File: src/hw/exc_config.svh
`ifndef EXC_CONFIG_SVH
`define EXC_CONFIG_SVH

// general exception vector, offset from the EBase page.
`define EXC_VECTOR_OFFSET 32'h0000_0180

// EBase page after reset, kseg0 base.
`define EBASE_RESET 20'h80000

// user accesses with this bit set fall in the kernel segment.
`define USER_LIMIT_BIT 31

`endif
File: src/hw/exc_pkg.sv
package exc_pkg;

    // ExcCode field of the Cause register.
    typedef enum logic [4:0] {
        INT  = 5'd0,
        TLBL = 5'd2,
        TLBS = 5'd3,
        ADEL = 5'd4,
        ADES = 5'd5,
        SYS  = 5'd8,
        RI   = 5'd10,
        OV   = 5'd12
    } exc_code_t;

    // memory access of the committing instruction.
    typedef enum logic [2:0] {
        NONE = 3'd0,
        LB   = 3'd1,
        LH   = 3'd2,
        LW   = 3'd3,
        SB   = 3'd4,
        SH   = 3'd5,
        SW   = 3'd6
    } mem_op_t;

    // CP0 register numbers, select 0 only.
    typedef enum logic [4:0] {
        BADVADDR = 5'd8,
        STATUS   = 5'd12,
        CAUSE    = 5'd13,
        EPC      = 5'd14,
        EBASE    = 5'd15
    } cp0_reg_t;

endpackage

File: src/hw/exc_unit_top.sv
module exc_unit_top import exc_pkg::*; (
    input  logic        clk,
    input  logic        reset,
    input  logic        commit_valid,
    input  logic [31:0] pc,
    input  logic        in_delayslot,
    input  mem_op_t     mem_op,
    input  logic [31:0] mem_vaddr,
    input  logic        itlb_miss,
    input  logic        dtlb_miss,
    input  logic        invalid_inst,
    input  logic        syscall,
    input  logic        eret,
    input  logic        overflow,
    input  logic [5:0]  hardware_int,
    input  logic        mtc0_we,
    input  cp0_reg_t    cp0_addr,
    input  logic [31:0] cp0_wdata,
    output logic [31:0] cp0_rdata,
    output logic        flush,
    output exc_code_t   exp_code,
    output logic [31:0] exception_new_pc
);

    // commit stage to exception.
    logic        stage_valid;
    logic [31:0] stage_pc;
    logic        stage_delayslot;
    logic [31:0] stage_vaddr;
    logic        stage_we;
    logic        iaddr_illegal;
    logic        daddr_illegal;
    logic        itlb_miss_q;
    logic        dtlb_miss_q;
    logic        syscall_q;
    logic        invalid_q;
    logic        overflow_q;
    logic        eret_q;

    // cp0 state feeding back.
    logic [7:0]  pending_int;
    logic        allow_int;
    logic [19:0] ebase;
    logic [31:0] epc;
    logic        user_mode;

    // exception record.
    logic        cp0_wr_exp;
    logic        cp0_clean_exl;
    logic [31:0] exp_epc;
    logic [31:0] exp_bad_vaddr;
    logic        exp_delayslot;

    commit_stage u_commit_stage (
        .clk             (clk),
        .reset           (reset),
        .commit_valid    (commit_valid),
        .pc              (pc),
        .in_delayslot    (in_delayslot),
        .mem_op          (mem_op),
        .mem_vaddr       (mem_vaddr),
        .itlb_miss       (itlb_miss),
        .dtlb_miss       (dtlb_miss),
        .invalid_inst    (invalid_inst),
        .syscall         (syscall),
        .eret            (eret),
        .overflow        (overflow),
        .user_mode       (user_mode),
        .stage_valid     (stage_valid),
        .stage_pc        (stage_pc),
        .stage_delayslot (stage_delayslot),
        .stage_vaddr     (stage_vaddr),
        .stage_we        (stage_we),
        .iaddr_illegal   (iaddr_illegal),
        .daddr_illegal   (daddr_illegal),
        .itlb_miss_q     (itlb_miss_q),
        .dtlb_miss_q     (dtlb_miss_q),
        .syscall_q       (syscall_q),
        .invalid_q       (invalid_q),
        .overflow_q      (overflow_q),
        .eret_q          (eret_q)
    );

    exception u_exception (
        .stage_valid      (stage_valid),
        .stage_pc         (stage_pc),
        .stage_delayslot  (stage_delayslot),
        .stage_vaddr      (stage_vaddr),
        .stage_we         (stage_we),
        .iaddr_illegal    (iaddr_illegal),
        .daddr_illegal    (daddr_illegal),
        .itlb_miss_q      (itlb_miss_q),
        .dtlb_miss_q      (dtlb_miss_q),
        .syscall_q        (syscall_q),
        .invalid_q        (invalid_q),
        .overflow_q       (overflow_q),
        .eret_q           (eret_q),
        .pending_int      (pending_int),
        .allow_int        (allow_int),
        .ebase            (ebase),
        .epc              (epc),
        .flush            (flush),
        .cp0_wr_exp       (cp0_wr_exp),
        .cp0_clean_exl    (cp0_clean_exl),
        .exp_code         (exp_code),
        .exp_epc          (exp_epc),
        .exp_bad_vaddr    (exp_bad_vaddr),
        .exp_delayslot    (exp_delayslot),
        .exception_new_pc (exception_new_pc)
    );

    cp0_regs u_cp0_regs (
        .clk           (clk),
        .reset         (reset),
        .mtc0_we       (mtc0_we),
        .cp0_addr      (cp0_addr),
        .cp0_wdata     (cp0_wdata),
        .hardware_int  (hardware_int),
        .cp0_wr_exp    (cp0_wr_exp),
        .cp0_clean_exl (cp0_clean_exl),
        .exp_code      (exp_code),
        .exp_epc       (exp_epc),
        .exp_bad_vaddr (exp_bad_vaddr),
        .exp_delayslot (exp_delayslot),
        .cp0_rdata     (cp0_rdata),
        .pending_int   (pending_int),
        .allow_int     (allow_int),
        .ebase         (ebase),
        .epc           (epc),
        .user_mode     (user_mode)
    );

endmodule

File: src/hw/cp0_regs.sv
`include "exc_config.svh"

module cp0_regs import exc_pkg::*; (
    input  logic        clk,
    input  logic        reset,
    input  logic        mtc0_we,
    input  cp0_reg_t    cp0_addr,
    input  logic [31:0] cp0_wdata,
    input  logic [5:0]  hardware_int,
    input  logic        cp0_wr_exp,
    input  logic        cp0_clean_exl,
    input  exc_code_t   exp_code,
    input  logic [31:0] exp_epc,
    input  logic [31:0] exp_bad_vaddr,
    input  logic        exp_delayslot,
    output logic [31:0] cp0_rdata,
    output logic [7:0]  pending_int,
    output logic        allow_int,
    output logic [19:0] ebase,
    output logic [31:0] epc,
    output logic        user_mode
);

    // status fields.
    logic        ie;
    logic        exl;
    logic        um;
    logic [7:0]  im;

    // cause fields.
    logic        bd;
    logic [5:0]  hw_ip;
    logic [1:0]  sw_ip;
    exc_code_t   exc_code;

    logic [31:0] badvaddr;
    logic        mtc0_ok;
    logic        addr_exc;

    // exception side wins over a software write.
    assign mtc0_ok  = mtc0_we & ~cp0_wr_exp & ~cp0_clean_exl;
    assign addr_exc = exp_code inside {TLBL, TLBS, ADEL, ADES};

    ////////////////////////////////////////
    // status, cause, ebase
    ////////////////////////////////////////

    always_ff @(posedge clk) begin
        if (reset) begin
            ie       <= 1'b0;
            exl      <= 1'b1;
            um       <= 1'b0;
            im       <= '0;
            bd       <= 1'b0;
            hw_ip    <= '0;
            sw_ip    <= '0;
            exc_code <= INT;
            ebase    <= `EBASE_RESET;
        end else begin
            hw_ip <= hardware_int;
            if (cp0_wr_exp) begin
                exl      <= 1'b1;
                bd       <= exp_delayslot;
                exc_code <= exp_code;
            end else if (cp0_clean_exl) begin
                exl <= 1'b0;
            end else if (mtc0_ok) begin
                case (cp0_addr)
                    STATUS: begin
                        ie  <= cp0_wdata[0];
                        exl <= cp0_wdata[1];
                        um  <= cp0_wdata[4];
                        im  <= cp0_wdata[15:8];
                    end
                    CAUSE:   sw_ip <= cp0_wdata[9:8];
                    EBASE:   ebase <= cp0_wdata[31:12];
                    default: ;
                endcase
            end
        end
    end

    // epc and badvaddr.
    always_ff @(posedge clk) begin
        if (cp0_wr_exp) begin
            epc <= exp_epc;
            if (addr_exc) begin
                badvaddr <= exp_bad_vaddr;
            end
        end else if (mtc0_ok && cp0_addr == EPC) begin
            epc <= cp0_wdata;
        end
    end

    ////////////////////////////////////////
    // read port and interrupt qualify
    ////////////////////////////////////////

    always_comb begin
        case (cp0_addr)
            BADVADDR: cp0_rdata = badvaddr;
            STATUS:   cp0_rdata = {16'h0000, im, 3'b000, um, 2'b00, exl, ie};
            CAUSE:    cp0_rdata = {bd, 15'h0000, hw_ip, sw_ip, 1'b0, exc_code, 2'b00};
            EPC:      cp0_rdata = epc;
            EBASE:    cp0_rdata = {ebase, 12'h000};
            default:  cp0_rdata = '0;
        endcase
    end

    assign pending_int = {hw_ip, sw_ip} & im;
    assign allow_int   = ie & ~exl;
    assign user_mode   = um & ~exl;

endmodule

File: src/hw/exception.sv
`include "exc_config.svh"

module exception import exc_pkg::*; (
    input  logic        stage_valid,
    input  logic [31:0] stage_pc,
    input  logic        stage_delayslot,
    input  logic [31:0] stage_vaddr,
    input  logic        stage_we,
    input  logic        iaddr_illegal,
    input  logic        daddr_illegal,
    input  logic        itlb_miss_q,
    input  logic        dtlb_miss_q,
    input  logic        syscall_q,
    input  logic        invalid_q,
    input  logic        overflow_q,
    input  logic        eret_q,
    input  logic [7:0]  pending_int,
    input  logic        allow_int,
    input  logic [19:0] ebase,
    input  logic [31:0] epc,
    output logic        flush,
    output logic        cp0_wr_exp,
    output logic        cp0_clean_exl,
    output exc_code_t   exp_code,
    output logic [31:0] exp_epc,
    output logic [31:0] exp_bad_vaddr,
    output logic        exp_delayslot,
    output logic [31:0] exception_new_pc
);

    logic        take_int;
    logic [31:0] vector_pc;

    assign take_int  = stage_valid & allow_int & (|pending_int);
    assign vector_pc = {ebase, 12'h000} + `EXC_VECTOR_OFFSET;

    // highest cause wins, same order as the commit pipe checks.
    always_comb begin
        flush            = 1'b1;
        cp0_wr_exp       = 1'b1;
        cp0_clean_exl    = 1'b0;
        exp_code         = INT;
        exp_epc          = stage_delayslot ? (stage_pc - 32'd4) : stage_pc;
        exp_bad_vaddr    = '0;
        exp_delayslot    = stage_delayslot;
        exception_new_pc = vector_pc;

        if (take_int) begin
            exp_code = INT;
        end else if (iaddr_illegal) begin
            exp_bad_vaddr = stage_pc;
            exp_code      = ADEL;
        end else if (itlb_miss_q) begin
            exp_bad_vaddr = stage_pc;
            exp_code      = TLBL;
        end else if (syscall_q) begin
            exp_code = SYS;
        end else if (invalid_q) begin
            exp_code = RI;
        end else if (overflow_q) begin
            exp_code = OV;
        end else if (eret_q) begin
            // pseudo exception, return to epc.
            cp0_wr_exp       = 1'b0;
            cp0_clean_exl    = 1'b1;
            exception_new_pc = epc;
        end else if (daddr_illegal) begin
            exp_bad_vaddr = stage_vaddr;
            exp_code      = stage_we ? ADES : ADEL;
        end else if (dtlb_miss_q) begin
            exp_bad_vaddr = stage_vaddr;
            exp_code      = stage_we ? TLBS : TLBL;
        end else begin
            flush      = 1'b0;
            cp0_wr_exp = 1'b0;
        end
    end

endmodule

File: src/hw/commit_stage.sv
`include "exc_config.svh"

module commit_stage import exc_pkg::*; (
    input  logic        clk,
    input  logic        reset,
    input  logic        commit_valid,
    input  logic [31:0] pc,
    input  logic        in_delayslot,
    input  mem_op_t     mem_op,
    input  logic [31:0] mem_vaddr,
    input  logic        itlb_miss,
    input  logic        dtlb_miss,
    input  logic        invalid_inst,
    input  logic        syscall,
    input  logic        eret,
    input  logic        overflow,
    input  logic        user_mode,
    output logic        stage_valid,
    output logic [31:0] stage_pc,
    output logic        stage_delayslot,
    output logic [31:0] stage_vaddr,
    output logic        stage_we,
    output logic        iaddr_illegal,
    output logic        daddr_illegal,
    output logic        itlb_miss_q,
    output logic        dtlb_miss_q,
    output logic        syscall_q,
    output logic        invalid_q,
    output logic        overflow_q,
    output logic        eret_q
);

    logic        valid_q;
    logic [31:0] pc_q;
    logic        delayslot_q;
    mem_op_t     mem_op_q;
    logic [31:0] vaddr_q;
    logic        data_access;
    logic        data_misaligned;

    // flags are qualified on the way in.
    always_ff @(posedge clk) begin
        if (reset) begin
            valid_q     <= 1'b0;
            itlb_miss_q <= 1'b0;
            dtlb_miss_q <= 1'b0;
            syscall_q   <= 1'b0;
            invalid_q   <= 1'b0;
            overflow_q  <= 1'b0;
            eret_q      <= 1'b0;
        end else begin
            valid_q     <= commit_valid;
            itlb_miss_q <= commit_valid & itlb_miss;
            dtlb_miss_q <= commit_valid & dtlb_miss & (mem_op != NONE);
            syscall_q   <= commit_valid & syscall;
            invalid_q   <= commit_valid & invalid_inst;
            overflow_q  <= commit_valid & overflow;
            eret_q      <= commit_valid & eret;
        end
    end

    always_ff @(posedge clk) begin
        if (commit_valid) begin
            pc_q        <= pc;
            delayslot_q <= in_delayslot;
            mem_op_q    <= mem_op;
            vaddr_q     <= mem_vaddr;
        end
    end

    ////////////////////////////////////////
    // address checks
    ////////////////////////////////////////

    always_comb begin
        case (mem_op_q)
            LH, SH:  data_misaligned = vaddr_q[0];
            LW, SW:  data_misaligned = |vaddr_q[1:0];
            default: data_misaligned = 1'b0;
        endcase
    end

    assign data_access = (mem_op_q != NONE);

    assign stage_valid     = valid_q;
    assign stage_pc        = valid_q ? pc_q : '0;
    assign stage_delayslot = valid_q & delayslot_q;
    assign stage_vaddr     = valid_q ? vaddr_q : '0;
    assign stage_we        = valid_q & (mem_op_q inside {SB, SH, SW});

    // kernel segment is off limits in user mode.
    assign iaddr_illegal = valid_q &
                           ((|pc_q[1:0]) | (user_mode & pc_q[`USER_LIMIT_BIT]));
    assign daddr_illegal = valid_q & data_access &
                           (data_misaligned | (user_mode & vaddr_q[`USER_LIMIT_BIT]));

endmodule

File: config.mk
export PLATFORM = sky130hd
export DESIGN_NAME = exc_unit_top
export DESIGN_NICKNAME = d
export VERILOG_FILES = /design/src/hw/exc_pkg.sv /design/src/hw/exc_unit_top.sv /design/src/hw/cp0_regs.sv /design/src/hw/exception.sv /design/src/hw/commit_stage.sv
export VERILOG_INCLUDE_DIRS = /design/src /design/src/hw
export SDC_FILE = /design/constraint.sdc
export NUM_CORES = 1
export LEC_CHECK = 0
export BUFFER_PORTS_ARGS = -buffer_cell sky130_fd_sc_hd__buf_2
export CAP_MARGIN = 25
export CELL_PAD_IN_SITES_DETAIL_PLACEMENT = 0
export CELL_PAD_IN_SITES_GLOBAL_PLACEMENT = 2
export CORE_AREA = 3 3 165 167
export DETAILED_ROUTE_END_ITERATION = 8
export DIE_AREA = 0 0 168 170
export GPL_TIMING_DRIVEN = 0
export HOLD_SLACK_MARGIN = 0.02
export PLACE_DENSITY = 0.87
export SLEW_MARGIN = 5
export SYNTH_ARGS = -nofsm -noshare
export SYNTH_HDL_FRONTEND = slang
export SYNTH_SLANG_ARGS = --single-unit
export TNS_END_PERCENT = 30
File: constraint.sdc
create_clock -name clk -period 5.4 [get_ports clk]
set_input_delay 0.54 -clock clk [delete_from_list [all_inputs] [get_ports clk]]
set_output_delay 0.54 -clock clk [all_outputs]
set_load 0.05 [all_outputs]
### Yosys cells after proc, flatten, opt, wreduce, memory -nomap -nowiden

Index checks and enable logic that the tools add are counted.

* add/subtract/negate cells: 2
* equality and inequality tests: 14
* mux-type cells: 59
* bitwise gates (word level): 26
* reduce and logical (&&, ||, !) cells: 19

Operator list (count)
* 32-bit 2-to-1 mux: 20
* 32-bit case mux with 5 select lines: 1
* 5-bit 2-to-1 mux: 9
* 32-bit by 9-bit adder with 32-bit output, second input constant: 1
* 32-bit by 3-bit subtractor with 32-bit output, second input constant: 1
* 1-bit 2-to-1 mux: 28
* 5-bit by 4-bit == test with 1-bit output, second input constant: 5
* 1-bit AND: 20
* 4-bit AND reduction: 3
* 5-bit by 2-bit == test with 1-bit output, second input constant: 2
* 5-bit by 3-bit == test with 1-bit output, second input constant: 2
* 2-bit OR reduction: 5
* 3-bit == test, second input constant: 3
* 3-bit nonzero test: 3
* 8-bit AND: 1
* 8-bit OR reduction: 1
* 3-bit by 2-bit == test with 1-bit output, second input constant: 2
* 2-bit nonzero test: 3
* 2-bit AND reduction: 2
* 4-bit nonzero test: 1
* 1-bit inverter: 3
* 1-bit bitwise OR: 2
* 1-bit case mux with 2 select lines: 1
* 1-bit logical AND: 1

* register bits: 184
* input port bits: 121
* output and inout bits: 70
* word-level logic and storage cells: 142

### Depth between registers and ports, before layout

Gate-level depths: netlist of the first run.

* word-level depth: 19
* mapped depth: 12
* depth with buffers taken out: 7

### Modules after synthesis

A second synthesis of the first run with hierarchy kept.

* cells, all modules: 807
* area, all modules: 8891.0 µm²

By module, submodules not included
* cp0_regs: instances 1, cells each 414, area an instance 4604.4 µm², seq. area each 2822.7 µm²
* commit_stage: instances 1, cells each 166, area an instance 2745.1 µm², seq. area each 2182.1 µm²
* exception: instances 1, cells each 227, area an instance 1541.5 µm², seq. area each 0.0 µm²

### Worst setup path after synthesis of the first run

No wires, ideal clock.

* path kind: register to register
* from: register u_commit_stage.mem_op_q[2]
* to: register u_cp0_regs.badvaddr[0], enable pin
* setup time: 0.470 ns
* data arrival time: 4.042 ns
* setup slack: 0.888 ns
* stages on the path, launching flop included: 7
* clock period less this slack: 4.512 ns
* cells stage by stage: edfxtp_1 > xor2_1 > a311oi_1 > a211oi_2 > nor2_1 > clkbuf_1 > a211oi_1

* longest elaborated chain between the ends: 16
* elaborated cells between the ends (all ways): 39
* classes of those cells: eq/ne: 9; mux: 20; bitwise: 4; reduce/logical: 6

Ends and longest elaborated chain
* from (decl): RTL line commit_stage.sv:36 `mem_op_t mem_op_q;`
* from (signal assigned): RTL line commit_stage.sv:66 `mem_op_q <= mem_op;`
* 3-bit by 2-bit == test with 1-bit output (tied with other cells): RTL line commit_stage.sv:76 `case (mem_op_q)`
* 2-bit OR reduction / 3-bit nonzero test (equally long branches): RTL line commit_stage.sv:76, commit_stage.sv:89
* 1-bit case mux with 2 select lines / 1-bit AND (equally long branches): RTL line commit_stage.sv:76, commit_stage.sv:89
* 1-bit bitwise OR / 1-bit 2-to-1 mux (equally long branches): RTL line commit_stage.sv:95, exception.sv:69, exception.sv:72
* 1-bit AND / 5-bit 2-to-1 mux (equally long branches): RTL line commit_stage.sv:94, exception.sv:70
* 5-bit 2-to-1 mux: RTL line exception.sv:67 `end else if (daddr_illegal) begin`
* 5-bit 2-to-1 mux: RTL line exception.sv:62 `end else if (eret_q) begin`
* 5-bit 2-to-1 mux: RTL line exception.sv:60 `end else if (overflow_q) begin`
* 5-bit 2-to-1 mux: RTL line exception.sv:58 `end else if (invalid_q) begin`
* 5-bit 2-to-1 mux: RTL line exception.sv:56 `end else if (syscall_q) begin`
* 5-bit 2-to-1 mux: RTL line exception.sv:53 `end else if (itlb_miss_q) begin`
* 5-bit 2-to-1 mux: RTL line exception.sv:50 `end else if (iaddr_illegal) begin`
* 5-bit 2-to-1 mux: RTL line exception.sv:48 `if (take_int) begin`
* 5-bit by 2-bit == test with 1-bit output / 5-bit by 3-bit == test with 1-bit output (equally long branches): RTL line cp0_regs.sv:42 `assign addr_exc = exp_code inside {TLBL, TLBS, ADEL, ADES};`
* 4-bit nonzero test: RTL line cp0_regs.sv:42
* 2-bit AND reduction (no source line) (*)
* to (signal assigned): RTL line cp0_regs.sv:88 `badvaddr <= exp_bad_vaddr;`
* to (decl): RTL line cp0_regs.sv:36 `logic [31:0] badvaddr;`

Every way passes the cells marked *; elsewhere a longest branch is shown, timed or not.
A chain may end at the register's enable or synchronous reset.

### Worst setup path in the final report of the first run

* from: register u_commit_stage.valid_q, in the netlist u_commit_stage.stage_valid
* to: register u_cp0_regs.epc[24] (data pin)

* longest elaborated chain between the ends: 11
* elaborated cells between the ends (all ways): 18
* classes of those cells: add/sub: 1; mux: 11; bitwise: 6

Ends and longest elaborated chain
* from (decl): RTL line commit_stage.sv:33 `logic valid_q;`
* from (signal assigned): RTL line commit_stage.sv:52 `valid_q <= commit_valid;`
* parallel branches: the longest is 10 deep, another holds 32-bit by 3-bit subtractor with 32-bit output
* 32-bit 2-to-1 mux (*): RTL line cp0_regs.sv:85 `if (cp0_wr_exp) begin`
* to (signal assigned): RTL line cp0_regs.sv:86 `epc <= exp_epc;`
* to (signal assigned): RTL line cp0_regs.sv:91 `epc <= cp0_wdata;`
* to (decl): RTL line cp0_regs.sv:20 `output logic [31:0] epc,`

Every way passes the cells marked *.

==> results of run 1 <==
critical path, cell delays in order (launching register included):
cell	delay (ns)
dfxtp_1	0.35
buf_2	0.26
clkbuf_1	0.52
clkbuf_1	0.44
buf_1	0.49
nand2_1	0.14
ha_1	0.25
and3b_1	0.21
nand4_1	0.30
clkbuf_1	0.40
nor2_1	0.14
o2bb2ai_1	0.20
mux2_2	0.28
layout by cell type, fill, tap and decap left out, drive strengths merged, types with 6 or more instances in the layout:
| cell type | netlist | layout |
|---|---|---|
| a222oi | 31 | 31 |
| nand4 | 12 | 12 |
| a21oi | 29 | 29 |
| nand2 | 104 | 104 |
| or3 | 8 | 8 |
| nor2b | 9 | 9 |
| o211ai | 6 | 6 |
| a32oi | 19 | 19 |
| mux2 | 40 | 40 |
| buf | 14 | 208 |
| mux2i | 14 | 14 |
| nor2 | 45 | 45 |
| clkbuf | 47 | 70 |
| a22oi | 24 | 24 |
| and3 | 16 | 16 |
| nand3 | 33 | 33 |
| dfxtp | 51 | 51 |
| nor3 | 16 | 16 |
| inv | 26 | 27 |
| edfxtp | 132 | 132 |
| xnor2 | 6 | 6 |
| o21ai | 50 | 50 |
| xor2 | 9 | 9 |
| and2 | 8 | 8 |
| clkinv | 0 | 7 |
| nor4 | 8 | 8 |
path summary, 6_finish.rpt:
path / slack, ns / depth (start not counted) / to / from
min: 0.28 / 1 / u_commit_stage.pc_q[12] / pc[12]
max reg2reg: 1.17 / 12 / u_cp0_regs.epc[24] / u_commit_stage.stage_valid
min reg2reg: 0.47 / 2 / u_cp0_regs.bd / u_cp0_regs.bd
max: 1.17 / 12 / u_cp0_regs.epc[24] / u_commit_stage.stage_valid
layer usage:
layer,global-route usage,share of wire
met1,0.303,0.44
met2,0.336,0.45
met3,0.0432,0.079
met4,0.0630,0.025
met5,0,0
logic make-up after synthesis:
kind of cell	synth area share
xor gates and xnor gates	0.0146
AOI/OAI and AO/OA	0.158
DFF	0.555
and+or+nand+nor	0.166
buffers and inverters	0.0384
muxes	0.0661
adders and majority gates	0.00139
other	0.000417
power by group:
| group | switching, mW | total [mW] | internal, mW | leakage (nW) |
|---|---|---|---|---|
| Combinational | 0.297 | 0.440 | 0.143 | 2.47 |
| Sequential | 0.0907 | 1.75 | 1.66 | 1.68 |
| Clock | 0.529 | 1.13 | 0.598 | 0.253 |
| Total | 0.917 | 3.31 | 2.40 | 4.39 |
registers in the layout, indices dropped and copies added (netlist names), 2 cells and up:
register                 flops
u_commit_stage.mem_op_q      3
u_cp0_regs.im                8
u_cp0_regs.exc_code          4
u_cp0_regs.badvaddr         32
u_cp0_regs.ebase            20
u_commit_stage.vaddr_q      32
u_cp0_regs.hw_ip             6
u_commit_stage.pc_q         32
u_cp0_regs.sw_ip             2
u_cp0_regs.epc              32
metrics by stage:
step	setup WS, ns	TNS, ns
final	1.17	0
after global routing	0.904	0
after CTS	1.26	0
after detailed placement	1.31	0
after global placement	-1.15	-66.86
after floorplan	0.888	0
area by class of cell:
class                      instances  area, um2
fill                            2582      15000
sequential                       183       4980
tap                              335        419
timing repair buffer             194        998
multi-input combinational        560       3680
clock buffer                      23        458
clock inverter                     9       55.1
inverter                          26       97.6
buffer                            61        248
==> results.sh, run 1 <==
export IMPL_crit_path_end_kind="register"
export IMPL_ctsLongestPathBuffers=2
export IMPL_setup_worst_path_start_class="register"
export IMPL_cts_tree="done"
export IMPL_synth_cell_types=69
export IMPL_clk_insertion_delay_late_ns=0.43
export IMPL_ys_ff_latch=183
export IMPL_ctsHtreeMaxLevel=4
export IMPL_p_leak_nw=4.39
export IMPL_antenna_found_initial=0
export IMPL_min_period_ns=4.23
export IMPL_tightestPinTransition_ns=0.938
export IMPL_cts_sinks=183
export IMPL_final_period_utilization=0.783
export IMPL_max_vdd_ir_drop_v=0.000158
export IMPL_rsz0062_at_grt="no"
export IMPL_die_width_um=168
export IMPL_synth_area_leaders="edfxtp_1 (44%), dfxtp_1 (11%), nand2_1 (4.3%)"
export IMPL_clk_pin_slew_worst_paths_ns=0.07
export IMPL_drv_cap=0
export IMPL_finClkSkew_ns=0.0106
export IMPL_timing_hold_ws_ns=0.278
export IMPL_synth_async_reset_ratio=0
export IMPL_synthFlopType="edfxtp_1"
export IMPL_setup_violations=0
export IMPL_via_per_inst=5.53
export IMPL_grt_pass1_vias=7562
export IMPL_vias=7689
export IMPL_die_area_mm2=0.0286
export IMPL_cts_repair_resized=0
export IMPL_status="complete, no violations"
export IMPL_yosysMostFrequentCell="edfxtp_1"
export IMPL_wl_per_cell_um=22.5
export IMPL_hold_buffers=0
export IMPL_path_class="register to register"
export IMPL_post_cts_setup_buffer_count=0
export IMPL_core_region_area_mm2=0.0259
export IMPL_cts_buffers=17
export IMPL_start_util=0.347
export IMPL_hp_class="input pin to register"
export IMPL_layout_nets=1165
export IMPL_p_total_mw=3.31
export IMPL_max_freq_mhz=236
export IMPL_powerDensity_mw_per_mm2=303
export IMPL_final_max_slew_violation_count=0
export IMPL_grt_max_degree=70
export IMPL_grt_usage=0.215
export IMPL_netlist_area_mm2=0.00898
export IMPL_synth_top_area_cell="edfxtp_1"
export IMPL_finish_utilization=0.422
export IMPL_cp_data_required_time_ns=5.58
export IMPL_ys_top_cells_by_count="edfxtp_1 (132), nand2_1 (104), dfxtp_1 (51)"
export IMPL_syn_num_nets=952
export IMPL_grt_overflow=0
export IMPL_antennaDiodeCount=0
export IMPL_cts_root_buffer="clkbuf_16"
export IMPL_finalInstanceArea_mm2=0.0109
export IMPL_final_cells=1391
export IMPL_hold_violations=0
export IMPL_dr_pass1_iters=9
export IMPL_io_pins=191
export IMPL_drtAntennaViolNets=0
export IMPL_synth_top_cell_area_share=0.441
export IMPL_drc=0
export IMPL_hpwl_um=24000
export IMPL_drt_iter0_drc=1041
export IMPL_chipHeight_um=170
export IMPL_syn2layout_area_growth_pct=21.8
export IMPL_synthCells=830
export IMPL_yosysWarnings=0
export IMPL_port_buffers=189
export IMPL_cp_max_fo=10
export IMPL_drt_wl_total_um=31200
export IMPL_seq_area_frac_synth=0.555
export IMPL_placed_area_mm2=0.0104
export IMPL_grt_pass1_wl_um=46400
export IMPL_gp_congestion=0.938
export IMPL_dp_cells=1359
export IMPL_rows=59
export IMPL_cp_arrival_ns=4.41
export IMPL_synth_edff_count=132
export IMPL_final_layout_size_suffix_gt1_frac=0.264
export IMPL_slew_headroom=0.373
export IMPL_syn_avg_cell_area_um2=10.8
Note: power is estimated with default switching activity, not from simulation.
==> run 2: changes to the inputs <==
- ABC_AREA: not set -> 1
- CORE_AREA: 3 3 165 167 -> 3 3 183 185
- DIE_AREA: 0 0 168 170 -> 0 0 186 188
- PLACE_DENSITY: 0.87 -> 0.83
- clock period: 5.4 -> 3.8 ns (I/O delays scaled with it)
==> run 2 against run 1 <==
Compared with the run above: global-route usage decreased by 3.0 points; setup slack worse by 0.43 ns; final cell count grew 23%; clock skew grew 0.0044 ns; via count up 1.5%; non-clock buffer count fell by 16; core utilization shrank 7.0 points; combinational power rose by 53%.
==> results.sh, run 2 <==
export IMPL_status="complete, no violations"
export IMPL_ctsHtreeMaxLevel=4
export IMPL_dp_cells=1683
export IMPL_final_max_slew_violation_count=0
export IMPL_final_layout_size_suffix_gt1_frac=0.236
export IMPL_seq_area_frac_synth=0.541
export IMPL_synthFlopType="edfxtp_1"
export IMPL_drtAntennaViolNets=0
export IMPL_finish_utilization=0.352
export IMPL_yosysMostFrequentCell="nand2_1"
export IMPL_setup_ws_ns=0.739
export IMPL_start_util=0.286
export IMPL_chipHeight_um=188
export IMPL_final_period_utilization=0.805
export IMPL_post_cts_setup_buffer_count=0
export IMPL_layout_nets=1416
export IMPL_ys_ff_latch=183
export IMPL_gp_congestion=0.870
export IMPL_hold_buffers=0
export IMPL_antenna_found_initial=0
export IMPL_via_per_inst=4.55
export IMPL_syn2layout_area_growth_pct=22.9
export IMPL_max_freq_mhz=327
export IMPL_vias=7801
export IMPL_grt_pass1_wl_um=47700
export IMPL_drc=0
export IMPL_dr_pass1_iters=5
export IMPL_die_area_mm2=0.0350
export IMPL_netlist_area_mm2=0.00922
export IMPL_path_class="register to primary output"
export IMPL_syn_num_nets=1206
export IMPL_slew_headroom=0.288
export IMPL_clk_insertion_delay_late_ns=0.44
export IMPL_crit_family="simple AND/OR/NAND/NOR gates"
export IMPL_antennaDiodeCount=0
export IMPL_cts_repair_resized=0
export IMPL_drt_wl_total_um=31900
export IMPL_synthCells=1084
export IMPL_io_pins=191
export IMPL_max_vdd_ir_drop_v=0.000330
export IMPL_drt_iter0_drc=589
export IMPL_rows=66
export IMPL_synth_cell_types=43
export IMPL_synth_async_reset_ratio=0
export IMPL_cts_buffers=17
export IMPL_crit_path_frequent_cell="nand2_1"
export IMPL_drv_cap=0
export IMPL_grt_overflow=0
export IMPL_p_leak_nw=4.90
export IMPL_powerDensity_mw_per_mm2=429
export IMPL_clk_pin_slew_worst_paths_ns=0.08
export IMPL_crit_path_end_kind="primary output"
export IMPL_layout_common_cells="nand2_1 (277), buf_2 (198), nor2_1 (143), edfxtp_1 (132), inv_1 (122)"
export IMPL_path_depth=12
export IMPL_synth_top_area_cell="edfxtp_1"
export IMPL_cp_data_required_time_ns=3.42
export IMPL_cts_tree="done"
export IMPL_grt_usage=0.184
export IMPL_cts_root_buffer="clkbuf_16"
export IMPL_setup_worst_path_start_class="register"
export IMPL_port_buffers=189
export IMPL_synth_area_leaders="edfxtp_1 (43%), nand2_1 (11%), dfxtp_1 (11%)"
export IMPL_ctsLongestPathBuffers=2
export IMPL_cts_sinks=183
export IMPL_tightestPinTransition_ns=1.06
export IMPL_ys_top_cells_by_count="nand2_1 (277), nor2_1 (143), edfxtp_1 (132)"
export IMPL_cp_max_fo=10
export IMPL_setup_violations=0
export IMPL_post_place_ws_ns=0.841
export IMPL_hold_violations=0
export IMPL_syn_avg_cell_area_um2=8.51
export IMPL_grt_max_degree=75
export IMPL_synth_edff_count=132
export IMPL_rsz0062_at_grt="no"
export IMPL_grt_pass1_vias=7958
export IMPL_hp_class="input pin to register"
export IMPL_path_cells="nand2_1 -> nand2_1 -> nor2_1 -> nand2_1 -> nand2_2 -> nand2_2 -> nor2_4 -> nand2_2 -> inv_2 -> buf_2 -> nand2_1 -> buf_2"
export IMPL_min_period_ns=3.06
export IMPL_min_from="mem_vaddr[14]"
export IMPL_synth_top_cell_area_share=0.430
export IMPL_core_region_area_mm2=0.0322
export IMPL_final_cells=1715
export IMPL_wl_per_cell_um=18.6
export IMPL_cp_arrival_ns=2.68
export IMPL_hpwl_um=25700
export IMPL_reg2reg_depth=12
export IMPL_r2r_start="u_cp0_regs.im[7]"
export IMPL_crit_buf_inv=3
export IMPL_critPathLaunch="u_cp0_regs.im[7]"
export IMPL_die_width_um=186
export IMPL_final_common_cell="nand2_1"
export IMPL_max_stage_delay_ns=0.37
export IMPL_cpMaxStageDelayCell="buf_2"
export IMPL_finClkSkew_ns=0.0151
export IMPL_whs_path_depth=1
export IMPL_yosysWarnings=0
[run 2: worst paths after layout]
path	end	slack (ns)
min	u_commit_stage.vaddr_q[14]	0.12
max	flush	0.74
max reg2reg	u_cp0_regs.epc[23]	1.13
min reg2reg	u_cp0_regs.exc_code[2]	0.48
[run 2: cells by family after synthesis]
| family | count (synthesis) | synth area share |
|---|---|---|
| simple gates | 548 | 0.257 |
| buf+inv | 176 | 0.0788 |
| other cells | 1 | 0.000407 |
| compound gates | 156 | 0.103 |
| xor+xnor | 19 | 0.0180 |
| fa+ha+maj | 1 | 0.00136 |
| flops | 183 | 0.541 |
[run 2: layout make-up]
| type | instances | area [um2] |
|---|---|---|
| Timing Repair Buffer | 191 | 988 |
| Sequential cell | 183 | 4980 |
| Buffer | 48 | 245 |
| Inverter | 128 | 482 |
| Tap cell | 408 | 510 |
| Multi-Input combinational cell | 725 | 3530 |
| Fill cell | 3447 | 20900 |
| Clock buffer | 21 | 493 |
| Clock inverter | 11 | 95.1 |
[run 2: metrics by stage]
step / instance area (um2) / TNS [ns] / hold WS, ns / total power [mW]
global placement: 10700 / -25.41 / 0.451 / 3.11
CTS: 11300 / 0 / 0.100 / 4.89
finish: 11300 / 0 / 0.116 / 4.86
global route: 11300 / 0 / 0.0973 / 5.06
detailed placement: 10700 / 0 / 0.469 / 3.13
floorplan: 9220 / -3.14 / 0.429 / 2.83
[run 2: power by group]
group | internal (mW) | switching (mW) | leakage, nW | total [mW]
registers | 2.34 | 0.0674 | 1.71 | 2.41
clock network | 0.956 | 0.823 | 0.290 | 1.78
logic | 0.191 | 0.482 | 2.90 | 0.673
total | 3.49 | 1.37 | 4.90 | 4.86
[run 2: per-layer routing]
layer,vias to the layer above,track usage,share of wire
met2,241,0.291,0.45
met1,3565,0.256,0.46
li1,3966,-,-
met3,29,0.0384,0.067
met5,-,0,0
met4,0,0.0504,0.020
==> run 3: changes to the inputs <==
- ABC_AREA: 1 -> 0
- CORE_AREA: 3 3 183 185 -> 3 3 165 167
- DIE_AREA: 0 0 186 188 -> 0 0 168 170
- PLACE_DENSITY: 0.83 -> 0.87
- clock period: 3.8 -> 3.1 ns (I/O delays scaled with it)
==> run 3 against run 2 <==
Compared with the run above: flip-flop and latch count did not move; first-iteration DRC count increased by 57%; final cell count shrank 19%; routed wire length fell by 1.2%; setup slack lost 0.69 ns; sequential power increased by 26%; critical path depth shrank 4; worst hold slack worse by 0.068 ns; die area shrank 18%; count of clock-buffer cells in the layout decreased by 4; non-clock buffer count up 20; largest cell class unchanged; largest power group unchanged.
==> results.sh, run 3 (synthesis results as in run 1) <==
export IMPL_grt_pass1_vias=7674
export IMPL_clk_insertion_delay_late_ns=0.44
export IMPL_path_class="register to primary output"
export IMPL_crit_path_end_kind="primary output"
export IMPL_chipHeight_um=170
export IMPL_wl_per_cell_um=22.6
export IMPL_final_common_cell="buf_2"
export IMPL_critPathLaunch="u_cp0_regs.exl"
export IMPL_hold_buffers=0
export IMPL_dr_pass1_iters=9
export IMPL_min_period_ns=3.05
export IMPL_die_width_um=168
export IMPL_antennaDiodeCount=0
export IMPL_drt_wl_total_um=31500
export IMPL_final_period_utilization=0.984
export IMPL_gp_congestion=0.915
export IMPL_path_cells="nand4b_1 -> and4_4 -> o21ai_0 -> buf_4 -> nor2_4 -> buf_6 -> mux2_2 -> buf_2"
export IMPL_clk_pin_slew_worst_paths_ns=0.07
export IMPL_p_leak_nw=4.49
export IMPL_cts_root_buffer="clkbuf_16"
export IMPL_final_max_slew_violation_count=0
export IMPL_start_util=0.347
export IMPL_drc=0
export IMPL_final_layout_size_suffix_gt1_frac=0.291
export IMPL_vias=7761
export IMPL_drtAntennaViolNets=0
export IMPL_slew_headroom=0.419
export IMPL_p_total_mw=6.10
export IMPL_powerDensity_mw_per_mm2=546
export IMPL_endpoint="exception_new_pc[18]"
export IMPL_cp_arrival_ns=2.74
export IMPL_ctsLongestPathBuffers=2
export IMPL_r2r_slack_ns=0.11
export IMPL_setup_violations=0
export IMPL_crit_family="simple AND/OR/NAND/NOR gates"
export IMPL_rows=59
export IMPL_layout_nets=1169
export IMPL_die_area_mm2=0.0286
export IMPL_drt_iter0_drc=922
export IMPL_cp_max_fo=10
export IMPL_layout_common_cells="buf_2 (201), edfxtp_1 (132), nand2_1 (104), dfxtp_1 (51), nor2_1 (43)"
export IMPL_path_depth=8
export IMPL_syn2layout_area_growth_pct=24.4
export IMPL_core_region_area_mm2=0.0259
export IMPL_port_buffers=189
export IMPL_r2r_start="u_commit_stage.stage_valid"
export IMPL_cts_tree="done"
export IMPL_antenna_found_initial=0
export IMPL_timing_hold_ws_ns=0.0476
export IMPL_cp_data_required_time_ns=2.79
export IMPL_cts_sinks=183
export IMPL_max_stage_delay_ns=0.47
export IMPL_rsz0062_at_grt="yes"
export IMPL_crit_buf_inv=3
export IMPL_ctsHtreeMaxLevel=4
export IMPL_hpwl_um=24300
export IMPL_grt_usage=0.217
export IMPL_via_per_inst=5.56
export IMPL_tightestPinTransition_ns=0.863
export IMPL_status="complete, no violations"
export IMPL_finish_utilization=0.432
export IMPL_cpMaxStageDelayCell="dfxtp_1"
export IMPL_reg2reg_depth=11
export IMPL_cts_buffers=17
export IMPL_hp_class="input pin to register"
export IMPL_setup_worst_path_start_class="register"
export IMPL_drv_cap=0
export IMPL_io_pins=191
export IMPL_finClkSkew_ns=0.0118
export IMPL_grt_max_degree=70
export IMPL_grt_pass1_wl_um=47100
export IMPL_max_vdd_ir_drop_v=0.000342
export IMPL_max_freq_mhz=328
export IMPL_finalSetupTns_ns=0
export IMPL_hold_violations=0
export IMPL_rr_endpoint="u_cp0_regs.epc[24]"
export IMPL_grt_overflow=0
## run 3: power by group
part,leakage (nW),switching [mW],internal (mW)
Clock,0.288,0.981,1.27
Sequential,1.68,0.160,2.88
Combinational,2.53,0.535,0.273
## run 3: layout make-up
| class | count | area, um2 |
|---|---|---|
| inverters | 26 | 97.6 |
| flip-flops and latches | 183 | 4980 |
| plain buffers | 60 | 279 |
| well taps | 335 | 419 |
| clock buffers | 17 | 425 |
| clock inverters | 15 | 175 |
| repair buffers | 199 | 1050 |
| fillers | 2520 | 14700 |
| multi-input cells | 560 | 3750 |
## run 3: layer usage
metal  wire (um)  up-vias  GRT usage
met5           0        -          0
met4         689        0     0.0637
met3        2280       31     0.0388
li1            -     3611          -
met1       14100     3754      0.305
met2       14400      365      0.347
## run 3: what timing repair did
item,4_1_cts,5_1_grt
setup buffers,6,0
setup endpoints to repair,78,33
pin swaps,1,1
resized for setup,19,8
## run 3: metrics by stage
stage / setup slack (ns) / std cells / instance area, um2
detailed placement: -1.08 / 1358 / 10500
CTS: 0.00223 / 1395 / 11200
floorplan: -1.23 / 830 / 9020
global placement: -3.24 / 1354 / 10400
global route: -0.000713 / 1395 / 11200
finish: 0.0497 / 1395 / 11200
## run 3: worst min path at each step
stage,from,endpoint,depth (start not counted)
global route,pc[30],u_commit_stage.pc_q[30],1
global placement,u_cp0_regs.bd,u_cp0_regs.bd,2
floorplan,in_delayslot,u_commit_stage.delayslot_q,0
CTS,in_delayslot,u_commit_stage.delayslot_q,1
finish,mem_vaddr[27],u_commit_stage.vaddr_q[27],1
detailed placement,u_cp0_regs.exc_code[2],u_cp0_regs.exc_code[2],2
